**src/rtl/apu_pkg.sv**
```systemverilog
// sound processor shared types
`default_nettype none

package apu_pkg;

    typedef logic [3:0] apu_level_t;

    typedef struct packed {
        logic [7:0] addr;
        logic [7:0] data;
    } apu_reg_write_t;

    // same bit order as the NRx2 register byte
    typedef struct packed {
        logic [3:0] init_vol;
        logic       dir_up;
        logic [2:0] period;
    } envelope_cfg_t;

    typedef struct packed {
        logic [10:0]   freq;
        logic [1:0]    duty;
        envelope_cfg_t env;
    } square_cfg_t;

    typedef struct packed {
        logic [10:0] freq;
        logic        dac_en;
        logic [1:0]  vol;
    } wave_cfg_t;

    typedef struct packed {
        logic [4:0] index;
        logic [3:0] sample;
    } wave_ram_write_t;

    typedef struct packed {
        logic [3:0]    shift;
        logic          width7;
        logic [2:0]    div;
        envelope_cfg_t env;
    } noise_cfg_t;

    typedef struct packed {
        apu_level_t sq1;
        apu_level_t sq2;
        apu_level_t wave;
        apu_level_t noise;
    } apu_levels_t;

    typedef enum logic [2:0] {
        SEL_SQ1,
        SEL_SQ2,
        SEL_WAVE,
        SEL_NOISE,
        SEL_MIX,
        SEL_RAMP
    } mix_mode_t;

    typedef struct packed {
        logic [23:0] left;
        logic [23:0] right;
    } stereo_sample_t;

    // register map
    localparam logic [7:0] NR11_ADDR = 8'h11;
    localparam logic [7:0] NR12_ADDR = 8'h12;
    localparam logic [7:0] NR13_ADDR = 8'h13;
    localparam logic [7:0] NR14_ADDR = 8'h14;
    localparam logic [7:0] NR21_ADDR = 8'h16;
    localparam logic [7:0] NR22_ADDR = 8'h17;
    localparam logic [7:0] NR23_ADDR = 8'h18;
    localparam logic [7:0] NR24_ADDR = 8'h19;
    localparam logic [7:0] NR30_ADDR = 8'h1A;
    localparam logic [7:0] NR32_ADDR = 8'h1C;
    localparam logic [7:0] NR33_ADDR = 8'h1D;
    localparam logic [7:0] NR34_ADDR = 8'h1E;
    localparam logic [7:0] NR42_ADDR = 8'h21;
    localparam logic [7:0] NR43_ADDR = 8'h22;
    localparam logic [7:0] NR44_ADDR = 8'h23;
    // wave RAM occupies 0x30..0x3F
    localparam logic [3:0] WAVE_RAM_PAGE = 4'h3;

    // step i of the duty sequencer uses bit i
    localparam logic [3:0][7:0] DUTY_TABLE = {
        8'b01111110, 8'b10000111, 8'b10000001, 8'b00000001
    };

    localparam logic [7:0][6:0] NOISE_DIVISOR = {
        7'd112, 7'd96, 7'd80, 7'd64, 7'd48, 7'd32, 7'd16, 7'd8
    };

endpackage

`default_nettype wire

```
**src/rtl/apu_core.sv**
```systemverilog
// sound processor top level
`timescale 1ns/1ps
`default_nettype none

module apu_core import apu_pkg::*; #(
    parameter int STEP_DIV = 4,
    parameter int ENV_DIV  = 8192
) (
    input  logic           clk_100,
    input  logic           rst_n,
    input  logic           reg_wr,
    input  apu_reg_write_t reg_data,
    input  logic           sample_tick,
    input  mix_mode_t      mix_mode,
    output stereo_sample_t out_sample,
    output logic           out_valid
);

    square_cfg_t     sq1_cfg;
    square_cfg_t     sq2_cfg;
    wave_cfg_t       wave_cfg;
    noise_cfg_t      noise_cfg;
    logic            sq1_trig;
    logic            sq2_trig;
    logic            wave_trig;
    logic            noise_trig;
    logic            wave_wr;
    wave_ram_write_t wave_wr_data;
    logic            step_tick;
    logic            env_tick;
    apu_levels_t     levels;

    apu_regs u_regs (
        .clk_100      (clk_100),
        .rst_n        (rst_n),
        .reg_wr       (reg_wr),
        .reg_data     (reg_data),
        .sq1_cfg      (sq1_cfg),
        .sq2_cfg      (sq2_cfg),
        .wave_cfg     (wave_cfg),
        .noise_cfg    (noise_cfg),
        .sq1_trig     (sq1_trig),
        .sq2_trig     (sq2_trig),
        .wave_trig    (wave_trig),
        .noise_trig   (noise_trig),
        .wave_wr      (wave_wr),
        .wave_wr_data (wave_wr_data)
    );

    apu_timebase #(
        .STEP_DIV (STEP_DIV),
        .ENV_DIV  (ENV_DIV)
    ) u_timebase (
        .clk_100   (clk_100),
        .rst_n     (rst_n),
        .step_tick (step_tick),
        .env_tick  (env_tick)
    );

    square_channel u_sq1 (
        .clk_100   (clk_100),
        .rst_n     (rst_n),
        .step_tick (step_tick),
        .env_tick  (env_tick),
        .trig      (sq1_trig),
        .cfg       (sq1_cfg),
        .level     (levels.sq1)
    );

    square_channel u_sq2 (
        .clk_100   (clk_100),
        .rst_n     (rst_n),
        .step_tick (step_tick),
        .env_tick  (env_tick),
        .trig      (sq2_trig),
        .cfg       (sq2_cfg),
        .level     (levels.sq2)
    );

    wave_channel u_wave (
        .clk_100     (clk_100),
        .rst_n       (rst_n),
        .step_tick   (step_tick),
        .trig        (wave_trig),
        .cfg         (wave_cfg),
        .ram_wr      (wave_wr),
        .ram_wr_data (wave_wr_data),
        .level       (levels.wave)
    );

    noise_channel u_noise (
        .clk_100   (clk_100),
        .rst_n     (rst_n),
        .step_tick (step_tick),
        .env_tick  (env_tick),
        .trig      (noise_trig),
        .cfg       (noise_cfg),
        .level     (levels.noise)
    );

    sample_mixer u_mixer (
        .clk_100      (clk_100),
        .rst_n        (rst_n),
        .sample_tick  (sample_tick),
        .mode         (mix_mode),
        .levels       (levels),
        .sample       (out_sample),
        .sample_valid (out_valid)
    );

endmodule

`default_nettype wire

```
**src/rtl/apu_regs.sv**
```systemverilog
// register write decoder
`timescale 1ns/1ps
`default_nettype none

module apu_regs import apu_pkg::*; (
    input  logic            clk_100,
    input  logic            rst_n,
    input  logic            reg_wr,
    input  apu_reg_write_t  reg_data,
    output square_cfg_t     sq1_cfg,
    output square_cfg_t     sq2_cfg,
    output wave_cfg_t       wave_cfg,
    output noise_cfg_t      noise_cfg,
    output logic            sq1_trig,
    output logic            sq2_trig,
    output logic            wave_trig,
    output logic            noise_trig,
    output logic            wave_wr,
    output wave_ram_write_t wave_wr_data
);

    logic            ram_hit;
    logic            lo_pend;
    wave_ram_write_t lo_data;

    assign ram_hit = reg_wr && (reg_data.addr[7:4] == WAVE_RAM_PAGE);

    always_ff @(posedge clk_100 or negedge rst_n) begin
        if (!rst_n) begin
            sq1_cfg    <= '0;
            sq2_cfg    <= '0;
            wave_cfg   <= '0;
            noise_cfg  <= '0;
            sq1_trig   <= 1'b0;
            sq2_trig   <= 1'b0;
            wave_trig  <= 1'b0;
            noise_trig <= 1'b0;
        end else begin
            // trigger strobes last one cycle
            sq1_trig   <= 1'b0;
            sq2_trig   <= 1'b0;
            wave_trig  <= 1'b0;
            noise_trig <= 1'b0;
            if (reg_wr) begin
                case (reg_data.addr)
                    NR11_ADDR: sq1_cfg.duty <= reg_data.data[7:6];
                    NR12_ADDR: sq1_cfg.env <= reg_data.data;
                    NR13_ADDR: sq1_cfg.freq[7:0] <= reg_data.data;
                    NR14_ADDR: begin
                        sq1_cfg.freq[10:8] <= reg_data.data[2:0];
                        sq1_trig <= reg_data.data[7];
                    end
                    NR21_ADDR: sq2_cfg.duty <= reg_data.data[7:6];
                    NR22_ADDR: sq2_cfg.env <= reg_data.data;
                    NR23_ADDR: sq2_cfg.freq[7:0] <= reg_data.data;
                    NR24_ADDR: begin
                        sq2_cfg.freq[10:8] <= reg_data.data[2:0];
                        sq2_trig <= reg_data.data[7];
                    end
                    NR30_ADDR: wave_cfg.dac_en <= reg_data.data[7];
                    NR32_ADDR: wave_cfg.vol <= reg_data.data[6:5];
                    NR33_ADDR: wave_cfg.freq[7:0] <= reg_data.data;
                    NR34_ADDR: begin
                        wave_cfg.freq[10:8] <= reg_data.data[2:0];
                        wave_trig <= reg_data.data[7];
                    end
                    NR42_ADDR: noise_cfg.env <= reg_data.data;
                    NR43_ADDR: begin
                        noise_cfg.shift  <= reg_data.data[7:4];
                        noise_cfg.width7 <= reg_data.data[3];
                        noise_cfg.div    <= reg_data.data[2:0];
                    end
                    NR44_ADDR: noise_trig <= reg_data.data[7];
                    default: ;
                endcase
            end
        end
    end

    // wave RAM byte goes out as two nibble writes, high nibble first
    always_ff @(posedge clk_100 or negedge rst_n) begin
        if (!rst_n) begin
            wave_wr <= 1'b0;
            lo_pend <= 1'b0;
        end else begin
            wave_wr <= ram_hit || lo_pend;
            lo_pend <= ram_hit;
        end
    end

    always_ff @(posedge clk_100) begin
        if (ram_hit) begin
            wave_wr_data <= '{index: {reg_data.addr[3:0], 1'b0}, sample: reg_data.data[7:4]};
            lo_data      <= '{index: {reg_data.addr[3:0], 1'b1}, sample: reg_data.data[3:0]};
        end else if (lo_pend) begin
            wave_wr_data <= lo_data;
        end
    end

endmodule

`default_nettype wire

```
**src/rtl/apu_timebase.sv**
```systemverilog
// channel step and envelope timing
`timescale 1ns/1ps
`default_nettype none

module apu_timebase #(
    parameter int STEP_DIV = 4,
    parameter int ENV_DIV  = 8192
) (
    input  logic clk_100,
    input  logic rst_n,
    output logic step_tick,
    output logic env_tick
);

    localparam int STEP_W = (STEP_DIV > 1) ? $clog2(STEP_DIV) : 1;
    localparam int ENV_W  = (ENV_DIV > 1) ? $clog2(ENV_DIV) : 1;

    logic [STEP_W-1:0] step_cnt;
    logic [ENV_W-1:0]  env_cnt;

    assign step_tick = (step_cnt == STEP_W'(STEP_DIV - 1));
    assign env_tick  = step_tick && (env_cnt == ENV_W'(ENV_DIV - 1));

    always_ff @(posedge clk_100 or negedge rst_n) begin
        if (!rst_n) begin
            step_cnt <= '0;
            env_cnt  <= '0;
        end else begin
            step_cnt <= step_tick ? '0 : step_cnt + 1'b1;
            // second stage counts step ticks only
            if (step_tick) begin
                env_cnt <= env_tick ? '0 : env_cnt + 1'b1;
            end
        end
    end

endmodule

`default_nettype wire

```
**src/rtl/noise_channel.sv**
```systemverilog
// noise voice
`timescale 1ns/1ps
`default_nettype none

module noise_channel import apu_pkg::*; (
    input  logic       clk_100,
    input  logic       rst_n,
    input  logic       step_tick,
    input  logic       env_tick,
    input  logic       trig,
    input  noise_cfg_t cfg,
    output apu_level_t level
);

    logic        running;
    logic [14:0] lfsr;
    logic [14:0] lfsr_next;
    logic        fb;
    logic [21:0] timer;
    logic [21:0] reload;
    apu_level_t  volume;

    assign reload = {15'd0, NOISE_DIVISOR[cfg.div]} << cfg.shift;
    assign fb     = lfsr[0] ^ lfsr[1];

    always_comb begin
        lfsr_next = {fb, lfsr[14:1]};
        // short mode also feeds bit 6
        if (cfg.width7) begin
            lfsr_next[6] = fb;
        end
    end

    volume_envelope u_env (
        .clk_100  (clk_100),
        .rst_n    (rst_n),
        .env_tick (env_tick),
        .trig     (trig),
        .cfg      (cfg.env),
        .volume   (volume)
    );

    always_ff @(posedge clk_100 or negedge rst_n) begin
        if (!rst_n) begin
            running <= 1'b0;
            lfsr    <= '1;
            timer   <= '0;
            level   <= '0;
        end else begin
            if (trig) begin
                running <= 1'b1;
                lfsr    <= '1;
                timer   <= reload;
            end else if (running && step_tick) begin
                if (timer == 22'd1) begin
                    timer <= reload;
                    lfsr  <= lfsr_next;
                end else begin
                    timer <= timer - 1'b1;
                end
            end
            level <= (running && !lfsr[0]) ? volume : 4'd0;
        end
    end

    a_lfsr_alive: assert property (
        @(posedge clk_100) disable iff (!rst_n)
        lfsr != '0
    ) else $error("noise LFSR reached all zeros");

endmodule

`default_nettype wire

```
**src/rtl/sample_mixer.sv**
```systemverilog
// output sample selector
`timescale 1ns/1ps
`default_nettype none

module sample_mixer import apu_pkg::*; (
    input  logic           clk_100,
    input  logic           rst_n,
    input  logic           sample_tick,
    input  mix_mode_t      mode,
    input  apu_levels_t    levels,
    output stereo_sample_t sample,
    output logic           sample_valid
);

    logic [5:0]  ramp;
    logic [5:0]  mix_sum;
    logic [23:0] mono;

    assign mix_sum = {2'b00, levels.sq1} + {2'b00, levels.sq2}
                   + {2'b00, levels.wave} + {2'b00, levels.noise};

    always_comb begin
        case (mode)
            SEL_SQ1:   mono = {levels.sq1, 20'd0};
            SEL_SQ2:   mono = {levels.sq2, 20'd0};
            SEL_WAVE:  mono = {levels.wave, 20'd0};
            SEL_NOISE: mono = {levels.noise, 20'd0};
            SEL_MIX:   mono = {mix_sum, 18'd0};
            SEL_RAMP:  mono = {ramp, 18'd0};
            default:   mono = '0;
        endcase
    end

    always_ff @(posedge clk_100 or negedge rst_n) begin
        if (!rst_n) begin
            sample_valid <= 1'b0;
            ramp         <= '0;
        end else begin
            sample_valid <= sample_tick;
            // ramp advances only on samples taken in ramp mode
            if (sample_tick && mode == SEL_RAMP) begin
                ramp <= ramp + 1'b1;
            end
        end
    end

    always_ff @(posedge clk_100) begin
        if (sample_tick) begin
            sample.left  <= mono;
            sample.right <= mono;
        end
    end

    a_valid_follows_tick: assert property (
        @(posedge clk_100) disable iff (!rst_n)
        sample_valid |-> $past(sample_tick)
    ) else $error("sample_valid without a sample_tick one cycle earlier");

endmodule

`default_nettype wire

```
**src/rtl/square_channel.sv**
```systemverilog
// square wave voice
`timescale 1ns/1ps
`default_nettype none

module square_channel import apu_pkg::*; (
    input  logic        clk_100,
    input  logic        rst_n,
    input  logic        step_tick,
    input  logic        env_tick,
    input  logic        trig,
    input  square_cfg_t cfg,
    output apu_level_t  level
);

    logic        running;
    logic [11:0] timer;
    logic [11:0] reload;
    logic [2:0]  step;
    apu_level_t  volume;

    // period in step ticks is 2048 minus the frequency code
    assign reload = 12'd2048 - {1'b0, cfg.freq};

    volume_envelope u_env (
        .clk_100  (clk_100),
        .rst_n    (rst_n),
        .env_tick (env_tick),
        .trig     (trig),
        .cfg      (cfg.env),
        .volume   (volume)
    );

    always_ff @(posedge clk_100 or negedge rst_n) begin
        if (!rst_n) begin
            running <= 1'b0;
            timer   <= '0;
            step    <= '0;
            level   <= '0;
        end else begin
            if (trig) begin
                running <= 1'b1;
                timer   <= reload;
                step    <= '0;
            end else if (running && step_tick) begin
                if (timer == 12'd1) begin
                    timer <= reload;
                    step  <= step + 1'b1;
                end else begin
                    timer <= timer - 1'b1;
                end
            end
            level <= (running && DUTY_TABLE[cfg.duty][step]) ? volume : 4'd0;
        end
    end

    // reload happens on the tick that would reach zero
    a_timer_nonzero: assert property (
        @(posedge clk_100) disable iff (!rst_n)
        (running && step_tick) |-> (timer != '0)
    ) else $error("square timer holds zero on a step tick");

endmodule

`default_nettype wire

```
**src/rtl/volume_envelope.sv**
```systemverilog
// volume envelope
`timescale 1ns/1ps
`default_nettype none

module volume_envelope import apu_pkg::*; (
    input  logic          clk_100,
    input  logic          rst_n,
    input  logic          env_tick,
    input  logic          trig,
    input  envelope_cfg_t cfg,
    output apu_level_t    volume
);

    logic [2:0] env_cnt;
    logic [2:0] cnt_next;

    assign cnt_next = env_cnt + 1'b1;

    always_ff @(posedge clk_100 or negedge rst_n) begin
        if (!rst_n) begin
            volume  <= '0;
            env_cnt <= '0;
        end else if (trig) begin
            volume  <= cfg.init_vol;
            env_cnt <= '0;
        end else if (env_tick && cfg.period != 3'd0) begin
            if (cnt_next == cfg.period) begin
                env_cnt <= '0;
                // saturate at the ends of the range
                if (cfg.dir_up && volume != 4'd15) begin
                    volume <= volume + 1'b1;
                end else if (!cfg.dir_up && volume != 4'd0) begin
                    volume <= volume - 1'b1;
                end
            end else begin
                env_cnt <= cnt_next;
            end
        end
    end

endmodule

`default_nettype wire

```
**src/rtl/wave_channel.sv**
```systemverilog
// wave table voice
`timescale 1ns/1ps
`default_nettype none

module wave_channel import apu_pkg::*; (
    input  logic            clk_100,
    input  logic            rst_n,
    input  logic            step_tick,
    input  logic            trig,
    input  wave_cfg_t       cfg,
    input  logic            ram_wr,
    input  wave_ram_write_t ram_wr_data,
    output apu_level_t      level
);

    logic [3:0]  pattern [32];
    logic        running;
    logic [11:0] timer;
    logic [11:0] reload;
    logic [4:0]  pos;
    logic [3:0]  cur_sample;

    assign reload     = 12'd2048 - {1'b0, cfg.freq};
    assign cur_sample = pattern[pos];

    always_ff @(posedge clk_100) begin
        if (ram_wr) begin
            pattern[ram_wr_data.index] <= ram_wr_data.sample;
        end
    end

    always_ff @(posedge clk_100 or negedge rst_n) begin
        if (!rst_n) begin
            running <= 1'b0;
            timer   <= '0;
            pos     <= '0;
            level   <= '0;
        end else begin
            if (trig) begin
                running <= 1'b1;
                timer   <= reload;
                pos     <= '0;
            end else if (running && step_tick) begin
                if (timer == 12'd1) begin
                    timer <= reload;
                    pos   <= pos + 1'b1;
                end else begin
                    timer <= timer - 1'b1;
                end
            end
            // code 1 full, 2 half, 3 quarter
            if (running && cfg.dac_en && cfg.vol != 2'd0) begin
                level <= cur_sample >> (cfg.vol - 2'd1);
            end else begin
                level <= '0;
            end
        end
    end

endmodule

`default_nettype wire

```
**config.mk**
```make
export PLATFORM = sky130hd
export DESIGN_NAME = apu_core
export DESIGN_NICKNAME = d
export VERILOG_FILES = /design/src/rtl/apu_pkg.sv /design/src/rtl/apu_core.sv /design/src/rtl/apu_regs.sv /design/src/rtl/apu_timebase.sv /design/src/rtl/noise_channel.sv /design/src/rtl/sample_mixer.sv /design/src/rtl/square_channel.sv /design/src/rtl/volume_envelope.sv /design/src/rtl/wave_channel.sv
export SDC_FILE = /design/constraint.sdc
export NUM_CORES = 1
export LEC_CHECK = 0
export BUFFER_PORTS_ARGS = -buffer_cell sky130_fd_sc_hd__buf_2
export CORE_MARGIN = 5
export CORE_UTILIZATION = 55
export DETAILED_ROUTE_END_ITERATION = 10
export PLACE_DENSITY_LB_ADDON = 0.08
export SLEW_MARGIN = 20
export SYNTH_ARGS = -nofsm -noshare
export SYNTH_HDL_FRONTEND = slang
export SYNTH_HIERARCHICAL = 1
export SYNTH_SLANG_ARGS = --single-unit
export TNS_END_PERCENT = 30
```
**constraint.sdc**
```tcl
create_clock -name clk_100 -period 2.85 [get_ports clk_100]
set_input_delay 0.57 -clock clk_100 [delete_from_list [all_inputs] [get_ports clk_100]]
set_output_delay 0.57 -clock clk_100 [all_outputs]
set_load 0.02 [all_outputs]
```
==> results of run 1 <==
==> flip-flops by register name, summed over array words and instances, names as in the netlist, 6 cells and up <==
name                 count
u_mixer/ramp             6
u_regs/noise_cfg        16
u_mixer/sample           6
u_regs/lo_data           8
u_wave/pattern         128
u_regs/wave_cfg         14
u_noise/lfsr            15
u_regs/sq2_cfg          21
u_wave/timer            12
u_regs/sq1_cfg          21
u_regs/wave_wr_data      9
u_timebase/env_cnt      13
u_noise/timer           22
u_sq2/timer             12
u_sq1/timer             12
==> cells in the final DEF, fill, tap and decap left out, types with 22 or more instances in the layout <==
| cell type | synthesis | routed |
|---|---|---|
| clkbuf_16 | 0 | 44 |
| buf_4 | 47 | 30 |
| mux2i_1 | 53 | 53 |
| xor2_1 | 26 | 26 |
| mux2_2 | 79 | 79 |
| edfxtp_1 | 150 | 150 |
| nor2_1 | 141 | 141 |
| mux4_2 | 22 | 22 |
| xnor2_1 | 30 | 30 |
| nor3_1 | 37 | 37 |
| ha_1 | 36 | 36 |
| o21ai_0 | 76 | 76 |
| conb_1 | 1 | 36 |
| buf_2 | 10 | 34 |
| nand3_1 | 54 | 54 |
| a21oi_1 | 56 | 56 |
| dfrtp_1 | 210 | 209 |
| inv_1 | 64 | 64 |
| nand2_1 | 118 | 118 |
==> stage by stage <==
stage	area (um2)	hold slack [ps]	utilization, %
finish	21400	270	61.6
global route	21400	258	61.6
CTS	21300	251	61.5
detailed placement	20000	423	57.5
global placement	20000	413	57.5
floorplan	19600	274	-
==> layer usage <==
metal	global-route usage, %	vias up
li1	-	6194
met1	33.8	6601
met2	35.6	355
met3	3.39	65
met4	5.08	2
met5	0	-
==> power by group through the flow <==
stage / combinational [uW] / clock, uW / sequential (uW)
after floorplan: 1350 / 0 / 6240
after detailed placement: 1680 / 0 / 6340
after global routing: 1890 / 5780 / 6280
final: 1700 / 5360 / 6240
after global placement: 1650 / 0 / 6330
after CTS: 1690 / 5490 / 6240
==> layout make-up <==
class / instances / area, um2 / share of cell area (%)
inverters: 64 / 240 / 1.12
clock inverters: 17 / 170 / 0.795
well taps: 455 / 569 / 2.66
repair buffers: 72 / 526 / 2.46
multi-input cells: 1154 / 8520 / 39.8
clock buffers: 59 / 1200 / 5.60
flip-flops and latches: 376 / 10200 / 47.6
==> worst paths after layout <==
| check | start | endpoint | slack [ps] | cells past startpoint |
|---|---|---|---|---|
| setup reg to reg | u_noise/level[1] | u_mixer/sample[21] | 130 | 11 |
| max in group asynchronous | rst_n | u_noise/lfsr[0] | 1540 | 3 |
| min in group asynchronous | rst_n | u_wave/level[0] | 570 | 2 |
| setup / recovery | u_noise/level[1] | u_mixer/sample[21] | 130 | 11 |
| hold / removal | sample_tick | u_mixer/sample_valid | 270 | 1 |
| hold reg to reg | u_timebase/step_cnt[0] | u_timebase/step_cnt[0] | 430 | 1 |
==> what timing repair did <==
action | 4_1_cts | 5_1_grt
endpoints found under the hold margin | 46 | 0
hold buffers | 1 | 0
endpoints found under the setup margin | 0 | 2
gates resized for setup | 0 | 3
buffers inserted | 0 | 0
==> kinds of logic after synthesis <==
logic type      after synthesis  synth area share (%)
compound gates              294                  10.2
flops                       376                  52.4
simple gates                557                  16.1
fa+ha+maj                    47                  3.45
buf+inv                     173                  4.51
other cells                   1                0.0193
mux                         155                  9.92
xor+xnor                     65                  3.39
==> impl_metrics.tcl, run 1 <==
set metrics [dict create \
    report.final.hold_viol_count 0 \
    ys_seq_area_share_pct 52.4 \
    core_um2 34700 \
    buffer_ports.inserted 35 \
    yosysTopAreaCellShare_pct 27.1 \
    track_usage_pct 22.6 \
    maxCapViolCount 0 \
    syn2layout_area_growth_pct 10.2 \
    hpwlAfterDp_mm 30.1 \
    tritoncts.num_buffers 41 \
    drt_first_iter_violations 1067 \
    synth.top_cells.by_area "dfrtp_1 27%, edfxtp_1 23%, mux2_2 4.6%" \
    routed-via-count 13217 \
    required_ps 3120 \
    netlist_instances 1668 \
    clock_tree.buffer_depth 3 \
    n_antenna_cell 0 \
    final-max-slew-violation-count 0 \
    outcome "finished, final reports clean" \
    vias_per_cell 6.02 \
    cts_max_level 2 \
    slowest_stage "fa_1" \
    drt-met1-wl_mm 20.2 \
    drt-wirelength-per-cell_um 19.9 \
    clock_slew_at_reported_path_ffs_ps 60 \
    setup.worst_path.class "flip-flop to flip-flop" \
    clock_tree_from_tritoncts "done" \
    combPwrFrac_pct 12.8 \
    amount_of_wire_on_met2_after_detailed_routing_mm 20.3 \
    grt_start_max_net_pins 65 \
    num-fill-cells 2827 \
    netlist.top_cell.by_area "dfrtp_1" \
    firstDrtPassIters 5 \
    critical_path.top_delay_family "adder cells" \
    vdd_ir_drop_max_v 0.000456 \
    worstPathMaxFanout 2 \
    drtAntennaViolNets 0 \
    ioPinCount 72 \
    cts.sink_count 376 \
    placementRows 68 \
    worstSetupEndpointType "flip-flop" \
    startpoint_type "flip-flop" \
    p_int_uw 9810 \
    timing.critical_path.cells "inv_1 -> fa_1 -> fa_1 -> inv_1 -> ha_1 -> inv_1 -> fa_2 -> xor2_1 -> nor2_1 -> a21oi_1 -> o22ai_1" \
    pwr_density_cell_nw_per_um2 621 \
    synth_enable_flop_cells 150 \
    yosys_register_bits 376 \
    post_synth.cell_area_avg_um2 11.6 \
    insertion_delay_ps 540 \
    final_layout_size_suffix_gt1_share_pct 19.1 \
    start_util_pct 56.0 \
    maxClockFrequency_mhz 368 \
    design.final.nets 1779 \
    worst_margin_pin_slew_ps 1030 \
    p_seq_share_pct 46.9 \
    slowest_delay_ps 560 \
    met3WireLength_mm 2.45 \
    synth_flop_cell "dfrtp_1" \
    switching_share_pct 26.2 \
    fin_worst_skew_ps 20.4 \
    overflow 0 \
    switching_power_uw 3480 \
    yosys_warnings 6 \
    slew_headroom_pct 31.3 \
    cellLeakagePower_uw 0.00838 \
    grt_pass1_vias 13020 \
    ys_top_cells_by_count "210 x dfrtp_1, 150 x edfxtp_1, 141 x nor2_1" \
    dp_worst_setup_slack_ps 71.4 \
    hold_path_class "primary input to flip-flop" \
    dp.cells 2117 \
    finalWirelength_mm 43.7 \
    die_area_um2 39200 \
    synth_most_common_cell "dfrtp_1" \
    postLayoutSetupSlackWorst_ps 135 \
    drc 0 \
    async_set_or_reset_flop_fraction_in_the_synthesized_netlist_pct 59.8 \
    globalplace.congestion 0.860 \
    grt_first_pass_wirelength_mm 71.4 \
    critical_path_arrival_ps 2980 \
    top_layer "met5" \
    fin_crit_ps 2720 \
    netlist-cell-type-count 111 \
    p_total_uw 13300 \
    timing.setup.tns_ps 0 \
    die-height_um 198 \
    finalSetupViolCount 0 \
    antenna_found_initial 1 \
    rsz_0062_raised_after_global_routing "false" \
    critPathMostFrequentCell "inv_1" \
    timing.final.crit_share_pct 95.3 \
    syn_area_um2 19400 \
    finalNonFillerCells 2197 \
    dieWidth_um 198 \
    cts.root.buffer_cell "clkbuf_16" \
    power.clock.fraction_pct 40.3 \
    worst-path-buf-inv 3 \
]
No activity file was read; power rests on OpenSTA's default activity.
==> run 2, diff against run 1 <==
- CTS_CLUSTER_SIZE: unset -> 16
- RECOVER_POWER: unset -> 50
- SLEW_MARGIN: 20 -> 5
==> impl_metrics.tcl, run 2 (same netlist as run 1, synthesis figures left out) <==
set metrics [dict create \
    vdd_ir_drop_max_v 0.000458 \
    syn2layout_area_growth_pct 9.44 \
    routed-via-count 13252 \
    final_layout_size_suffix_gt1_share_pct 17.7 \
    outcome "finished, final reports clean" \
    largest-register "u_wave/pattern" \
    insertion_delay_ps 540 \
    slowest_stage "fa_1" \
    clock_tree.buffer_depth 3 \
    design.final.nets 1776 \
    firstDrtPassIters 5 \
    track_usage_pct 22.6 \
    final-max-slew-violation-count 0 \
    setup.worst_path.class "flip-flop to flip-flop" \
    crit_end "u_mixer/sample[21]" \
    timing.setup.tns_ps 0 \
    critPathMostFrequentCell "inv_1" \
    most-common-layout-cells "209 x dfrtp_1, 150 x edfxtp_1, 141 x nor2_1" \
    amount_of_wire_on_met2_after_detailed_routing_mm 20.3 \
    tritoncts.num_buffers 41 \
    final.hold.worst_slack_ps 354 \
    num-fill-cells 2855 \
    core_um2 34700 \
    critical_path.reg2reg.startpoint "u_noise/level[1]" \
    critical_path.top_delay_family "adder cells" \
    cts.root.buffer_cell "clkbuf_16" \
    cts.sink_count 376 \
    cts_max_level 2 \
    met3WireLength_mm 2.43 \
    critical_path_arrival_ps 2980 \
    drt-met1-wl_mm 20.2 \
    grt_pass1_vias 13020 \
    clock_tree_from_tritoncts "done" \
    start_util_pct 56.0 \
    slowest_delay_ps 560 \
    startpoint_type "flip-flop" \
    cellLeakagePower_uw 0.00829 \
    hpwlAfterDp_mm 30.1 \
    timing.critical_path.cells "inv_1 -> fa_1 -> fa_1 -> inv_1 -> ha_1 -> inv_1 -> fa_2 -> xor2_1 -> nor2_1 -> a21oi_1 -> o22ai_1" \
    die_area_um2 39200 \
    drt-wirelength-per-cell_um 19.9 \
    slew_headroom_pct 1.63 \
    finalWirelength_mm 43.7 \
    drc 0 \
    critical_path.reg2reg.endpoint "u_mixer/sample[21]" \
    maxCapViolCount 0 \
    placement.cell_area_um2 20000 \
    reg.largest.list "u_wave/pattern: 128 flops, u_noise/timer: 22 flops" \
    required_ps 3110 \
    crit_path_start "u_noise/level[1]" \
    grt_first_pass_wirelength_mm 71.4 \
    timing.final.crit_share_pct 95.2 \
    dieWidth_um 198 \
    maxClockFrequency_mhz 369 \
    finalSetupViolCount 0 \
    worst-path-buf-inv 3 \
    fin_crit_ps 2710 \
    postLayoutCellArea_um2 21300 \
    grt_start_max_net_pins 65 \
    mostFrequentLayoutCell "dfrtp_1" \
    drt_first_iter_violations 1068 \
    rsz_0062_raised_after_global_routing "false" \
    drtAntennaViolNets 0 \
    critical_path_stages 11 \
    worstSetupEndpointType "flip-flop" \
    ioPinCount 72 \
    top_layer "met4" \
    clock_slew_at_reported_path_ffs_ps 60 \
    worst_margin_pin_slew_ps 1480 \
    pwr_density_cell_nw_per_um2 625 \
    n_antenna_cell 0 \
    cts_setup_buffers 0 \
    placementRows 68 \
    largest_reg_flops 128 \
    globalplace.congestion 0.860 \
    report.final.hold_viol_count 0 \
    antenna_found_initial 0 \
    die-height_um 198 \
    worstPathMaxFanout 2 \
    fin_worst_skew_ps 22.5 \
    overflow 0 \
    timing.reg2reg.worst_path_depth 11 \
    buffer_ports.inserted 35 \
    vias_per_cell 6.04 \
    hold_path_class "primary input to flip-flop" \
    timing.reg2reg.setup_slack_ps 140 \
]
-- run 2: changes by cell type in the layout (fill, tap and decap cells not counted), sizes merged --
cell	previous run	this run
clkbuf	59	77
buf	71	50
-- run 2: final cells by class --
type                            instances  area, um2  area share, %
Clock buffer                           59       1200           5.63
Clock inverter                         17        170          0.800
Inverter                               64        240           1.13
Multi-Input combinational cell       1154       8490           39.9
Sequential cell                       376      10200           47.9
Tap cell                              455        569           2.68
Timing Repair Buffer                   69        415           1.95
-- run 2: layer usage --
metal / vias up / global-route usage, %
li1: 6185 / -
met1: 6627 / 33.8
met2: 369 / 35.6
met3: 71 / 3.39
met4: 0 / 5.08
met5: - / 0
-- run 2: worst min-delay path by stage --
stage | from | to | slack (ps) | depth (start not counted)
after detailed placement | u_timebase/step_cnt[0] | u_timebase/step_cnt[0] | 420 | 1
after CTS | sample_tick | u_mixer/sample_valid | 250 | 1
final | sample_tick | u_mixer/sample_valid | 350 | 1
after global placement | u_timebase/step_cnt[0] | u_timebase/step_cnt[0] | 410 | 1
after floorplan | rst_n | u_mixer/ramp[0] | 270 | 0
after global routing | sample_tick | u_mixer/sample_valid | 370 | 1
-- run 2: where the power goes --
group | total (uW) | leakage, uW | internal [uW] | switching, uW
sequential | 6250 | 0.00420 | 5880 | 362
combinational | 1680 | 0.00342 | 712 | 967
clock | 5360 | 0.000670 | 3200 | 2150
total | 13300 | 0.00829 | 9800 | 3480
-- run 2: stage by stage --
| step | setup WS [ps] | utilization, % | std cells | power (uW) |
|---|---|---|---|---|
| after floorplan | 247 | - | 1703 | 7590 |
| after global placement | 141 | 57.5 | 2117 | 7970 |
| after detailed placement | 71.4 | 57.5 | 2117 | 8020 |
| after CTS | 55.0 | 61.5 | 2194 | 13400 |
| after global routing | 6.58 | 61.2 | 2194 | 13900 |
| final | 137 | 61.2 | 2194 | 13300 |
-- run 2: worst reg2reg max path: stages (launching register included) --
cell     delay (ps)
dfrtp_1         340
inv_1            60
fa_1            560
fa_1            420
inv_1            70
ha_1            160
inv_1            60
fa_2            350
xor2_1          160
nor2_1           50
a21oi_1         130
o22ai_1         100
-- run 2: repair_timing --
action,4_1_cts,5_1_grt
hold buffers,1,0
gates resized for setup,0,3
hold endpoints to repair,46,0
setup endpoints to repair,0,2
==> run 3, diff against run 2 <==
- ABC_AREA: unset -> 1
==> impl_metrics.tcl, run 3 <==
set metrics [dict create \
    postLayoutCellArea_um2 22700 \
    buffer_ports.inserted 35 \
    synth.top_cells.by_area "dfrtp_1 25%, edfxtp_1 21%, nand2_1 16%" \
    grt_first_pass_wirelength_mm 81.4 \
    placement.cell_area_um2 21500 \
    netlist_instances 2604 \
    fin_worst_skew_ps 27.4 \
    syn_area_um2 21000 \
    synth_most_common_cell "nand2_1" \
    p_total_uw 14400 \
    slowest_stage "fa_1" \
    yosysTopAreaCellShare_pct 25.0 \
    mostFrequentLayoutCell "nand2_1" \
    firstDrtPassIters 5 \
    yosys_register_bits 376 \
    design.final.nets 2705 \
    top_layer "met4" \
    drt-met1-wl_mm 22.3 \
    netlist.top_cell.by_area "dfrtp_1" \
    slew_headroom_pct -28.7 \
    start_util_pct 55.7 \
    report.final.hold_viol_count 0 \
    worst-path-buf-inv 3 \
    overflow 0 \
    yosys_warnings 6 \
    drt-wirelength-per-cell_um 15.6 \
    vdd_ir_drop_max_v 0.000402 \
    reg.largest.list "u_wave/pattern: 128 flops, u_noise/timer: 22 flops" \
    pwr_density_cell_nw_per_um2 631 \
    power.clock.fraction_pct 35.9 \
    outcome "finished with violations" \
    track_usage_pct 23.7 \
    largest_reg_flops 128 \
    p_int_uw 9880 \
    critical_path.top_delay_family "adder cells" \
    combPwrFrac_pct 20.2 \
    synth_enable_flop_cells 150 \
    clock_slew_at_reported_path_ffs_ps 60 \
    hold_buffers 0 \
    netlist-cell-type-count 53 \
    clock_tree_from_tritoncts "done" \
    startpoint_type "flip-flop" \
    cts.root.buffer_cell "clkbuf_16" \
    drc 0 \
    cts_max_level 2 \
    die-height_um 206 \
    slowest_delay_ps 570 \
    final.hold.worst_slack_ps 329 \
    fin_crit_ps 2670 \
    amount_of_wire_on_met2_after_detailed_routing_mm 23.0 \
    synth_flop_cell "dfrtp_1" \
    switching_power_uw 4470 \
    maxCapViolCount 5 \
    required_ps 3150 \
    syn2layout_area_growth_pct 8.08 \
    worstSetupEndpointType "flip-flop" \
    cts_setup_buffers 0 \
    finalSetupViolCount 0 \
    timing.reg2reg.worst_path_depth 11 \
    violations "max-capacitance violations, max-slew violations" \
    antenna_found_initial 0 \
    post_synth.cell_area_avg_um2 8.08 \
    hpwlAfterDp_mm 34.3 \
    worst_hold_stages 1 \
    grt_pass1_vias 16226 \
    dp_worst_setup_slack_ps 206 \
    final-max-slew-violation-count 201 \
    largest-register "u_wave/pattern" \
    rsz_0062_raised_after_global_routing "false" \
    postLayoutSetupSlackWorst_ps 184 \
    critical_path_stages 11 \
    clock_tree.buffer_depth 3 \
    hold_path_class "primary input to flip-flop" \
    placementRows 71 \
    ys_seq_area_share_pct 48.4 \
    p_seq_share_pct 43.9 \
    met3WireLength_mm 3.18 \
    cts.sink_count 376 \
    cellLeakagePower_uw 0.0107 \
    final_layout_size_suffix_gt1_share_pct 10.1 \
    timing.critical_path.cells "inv_1 -> fa_1 -> fa_1 -> inv_1 -> ha_1 -> inv_1 -> fa_1 -> nand2_1 -> a21oi_1 -> nor2_1 -> nand2_1" \
    maxClockFrequency_mhz 375 \
    most-common-layout-cells "877 x nand2_1, 274 x nand3_1, 250 x inv_1" \
    ys_top_cells_by_count "876 x nand2_1, 273 x nand3_1, 249 x inv_1" \
    n_antenna_cell 0 \
    routed-via-count 16995 \
    globalplace.congestion 0.886 \
    dieWidth_um 206 \
    grt_start_max_net_pins 73 \
    async_set_or_reset_flop_fraction_in_the_synthesized_netlist_pct 59.8 \
    ioPinCount 72 \
    finalWirelength_mm 49.5 \
    drt_first_iter_violations 1220 \
    switching_share_pct 31.2 \
    drtAntennaViolNets 0 \
    worstPathMaxFanout 2 \
    timing.setup.tns_ps 0 \
    core_um2 37800 \
    worst_margin_pin_slew_ps 1930 \
    tritoncts.num_buffers 43 \
    die_area_um2 42300 \
    timing.final.crit_share_pct 93.5 \
    setup.worst_path.class "flip-flop to flip-flop" \
    vias_per_cell 5.34 \
    critical_path_arrival_ps 2970 \
    post_cts_resize_count 0 \
    insertion_delay_ps 570 \
]
run 3: changes by cell type after synthesis, moves of 28 or more:
cell / change
nand3_1: +219
inv_1: +185
nor2_1: +99
nor3_1: -28
mux2_2: -79
nand2_1: +758
clkbuf_1: -30
mux2i_1: -53
nand4_1: +50
run 3: worst paths after layout:
path | from | to | slack, ps
min in group asynchronous | rst_n | u_wave/pos[0] | 550
min | sample_tick | u_mixer/sample_valid | 330
max in group asynchronous | rst_n | u_noise/timer[20] | 640
min reg2reg | u_timebase/step_cnt[0] | u_timebase/step_cnt[0] | 430
max reg2reg | u_noise/level[1] | u_mixer/sample[21] | 180
max | u_noise/level[1] | u_mixer/sample[21] | 180
run 3: layer usage:
layer	track usage (%)	vias up
met1	33.2	8063
met4	5.81	0
met3	4.27	74
met2	38.7	468
li1	-	8390
met5	0	-
run 3: final cells by class:
type                       instances  area (um2)
clock buffer                      61        1210
clock inverter                    18         101
fill                            3426       15000
inverter                         281        1060
multi-input combinational       1876        9190
sequential                       376       10200
tap                              511         639
timing repair buffer              57         348
run 3: power groups by stage:
stage | Combinational (uW) | Clock (uW) | Sequential (uW)
6_report | 2900 | 5150 | 6310
3_3_place_gp | 2800 | 0 | 6390
4_1_cts | 2890 | 5280 | 6300
3_5_place_dp | 2870 | 0 | 6400
2_1_floorplan | 2320 | 0 | 6310
5_1_grt | 3320 | 5530 | 6360
run 3: worst register-to-register path, cell delays in order, from the launching register on:
cell	delay, ps
dfrtp_1	350
inv_1	60
fa_1	570
fa_1	430
inv_1	70
ha_1	170
inv_1	60
fa_1	380
nand2_1	80
a21oi_1	70
nor2_1	120
nand2_1	70
run 3: kinds of logic (layout without fill, tap and decap cells):
| family | count (synthesis) | count (layout) | share of synthesized area [%] |
|---|---|---|---|
| DFF | 376 | 376 | 48.4 |
| and+or+nand+nor | 1584 | 1584 | 33.6 |
| xor gates and xnor gates | 39 | 39 | 1.62 |
| buffers and inverters | 387 | 417 | 8.46 |
| other | 1 | 36 | 0.0178 |
| adders and majority gates | 47 | 47 | 3.19 |
| AOI/OAI and AO/OA | 170 | 170 | 4.79 |
run 3: through the flow:
stage	utilization, %	cells
3_3_place_gp	57.0	3101
4_1_cts	60.4	3180
6_report	60.2	3180
5_1_grt	60.2	3180
3_5_place_dp	57.0	3101
2_1_floorplan	-	2639
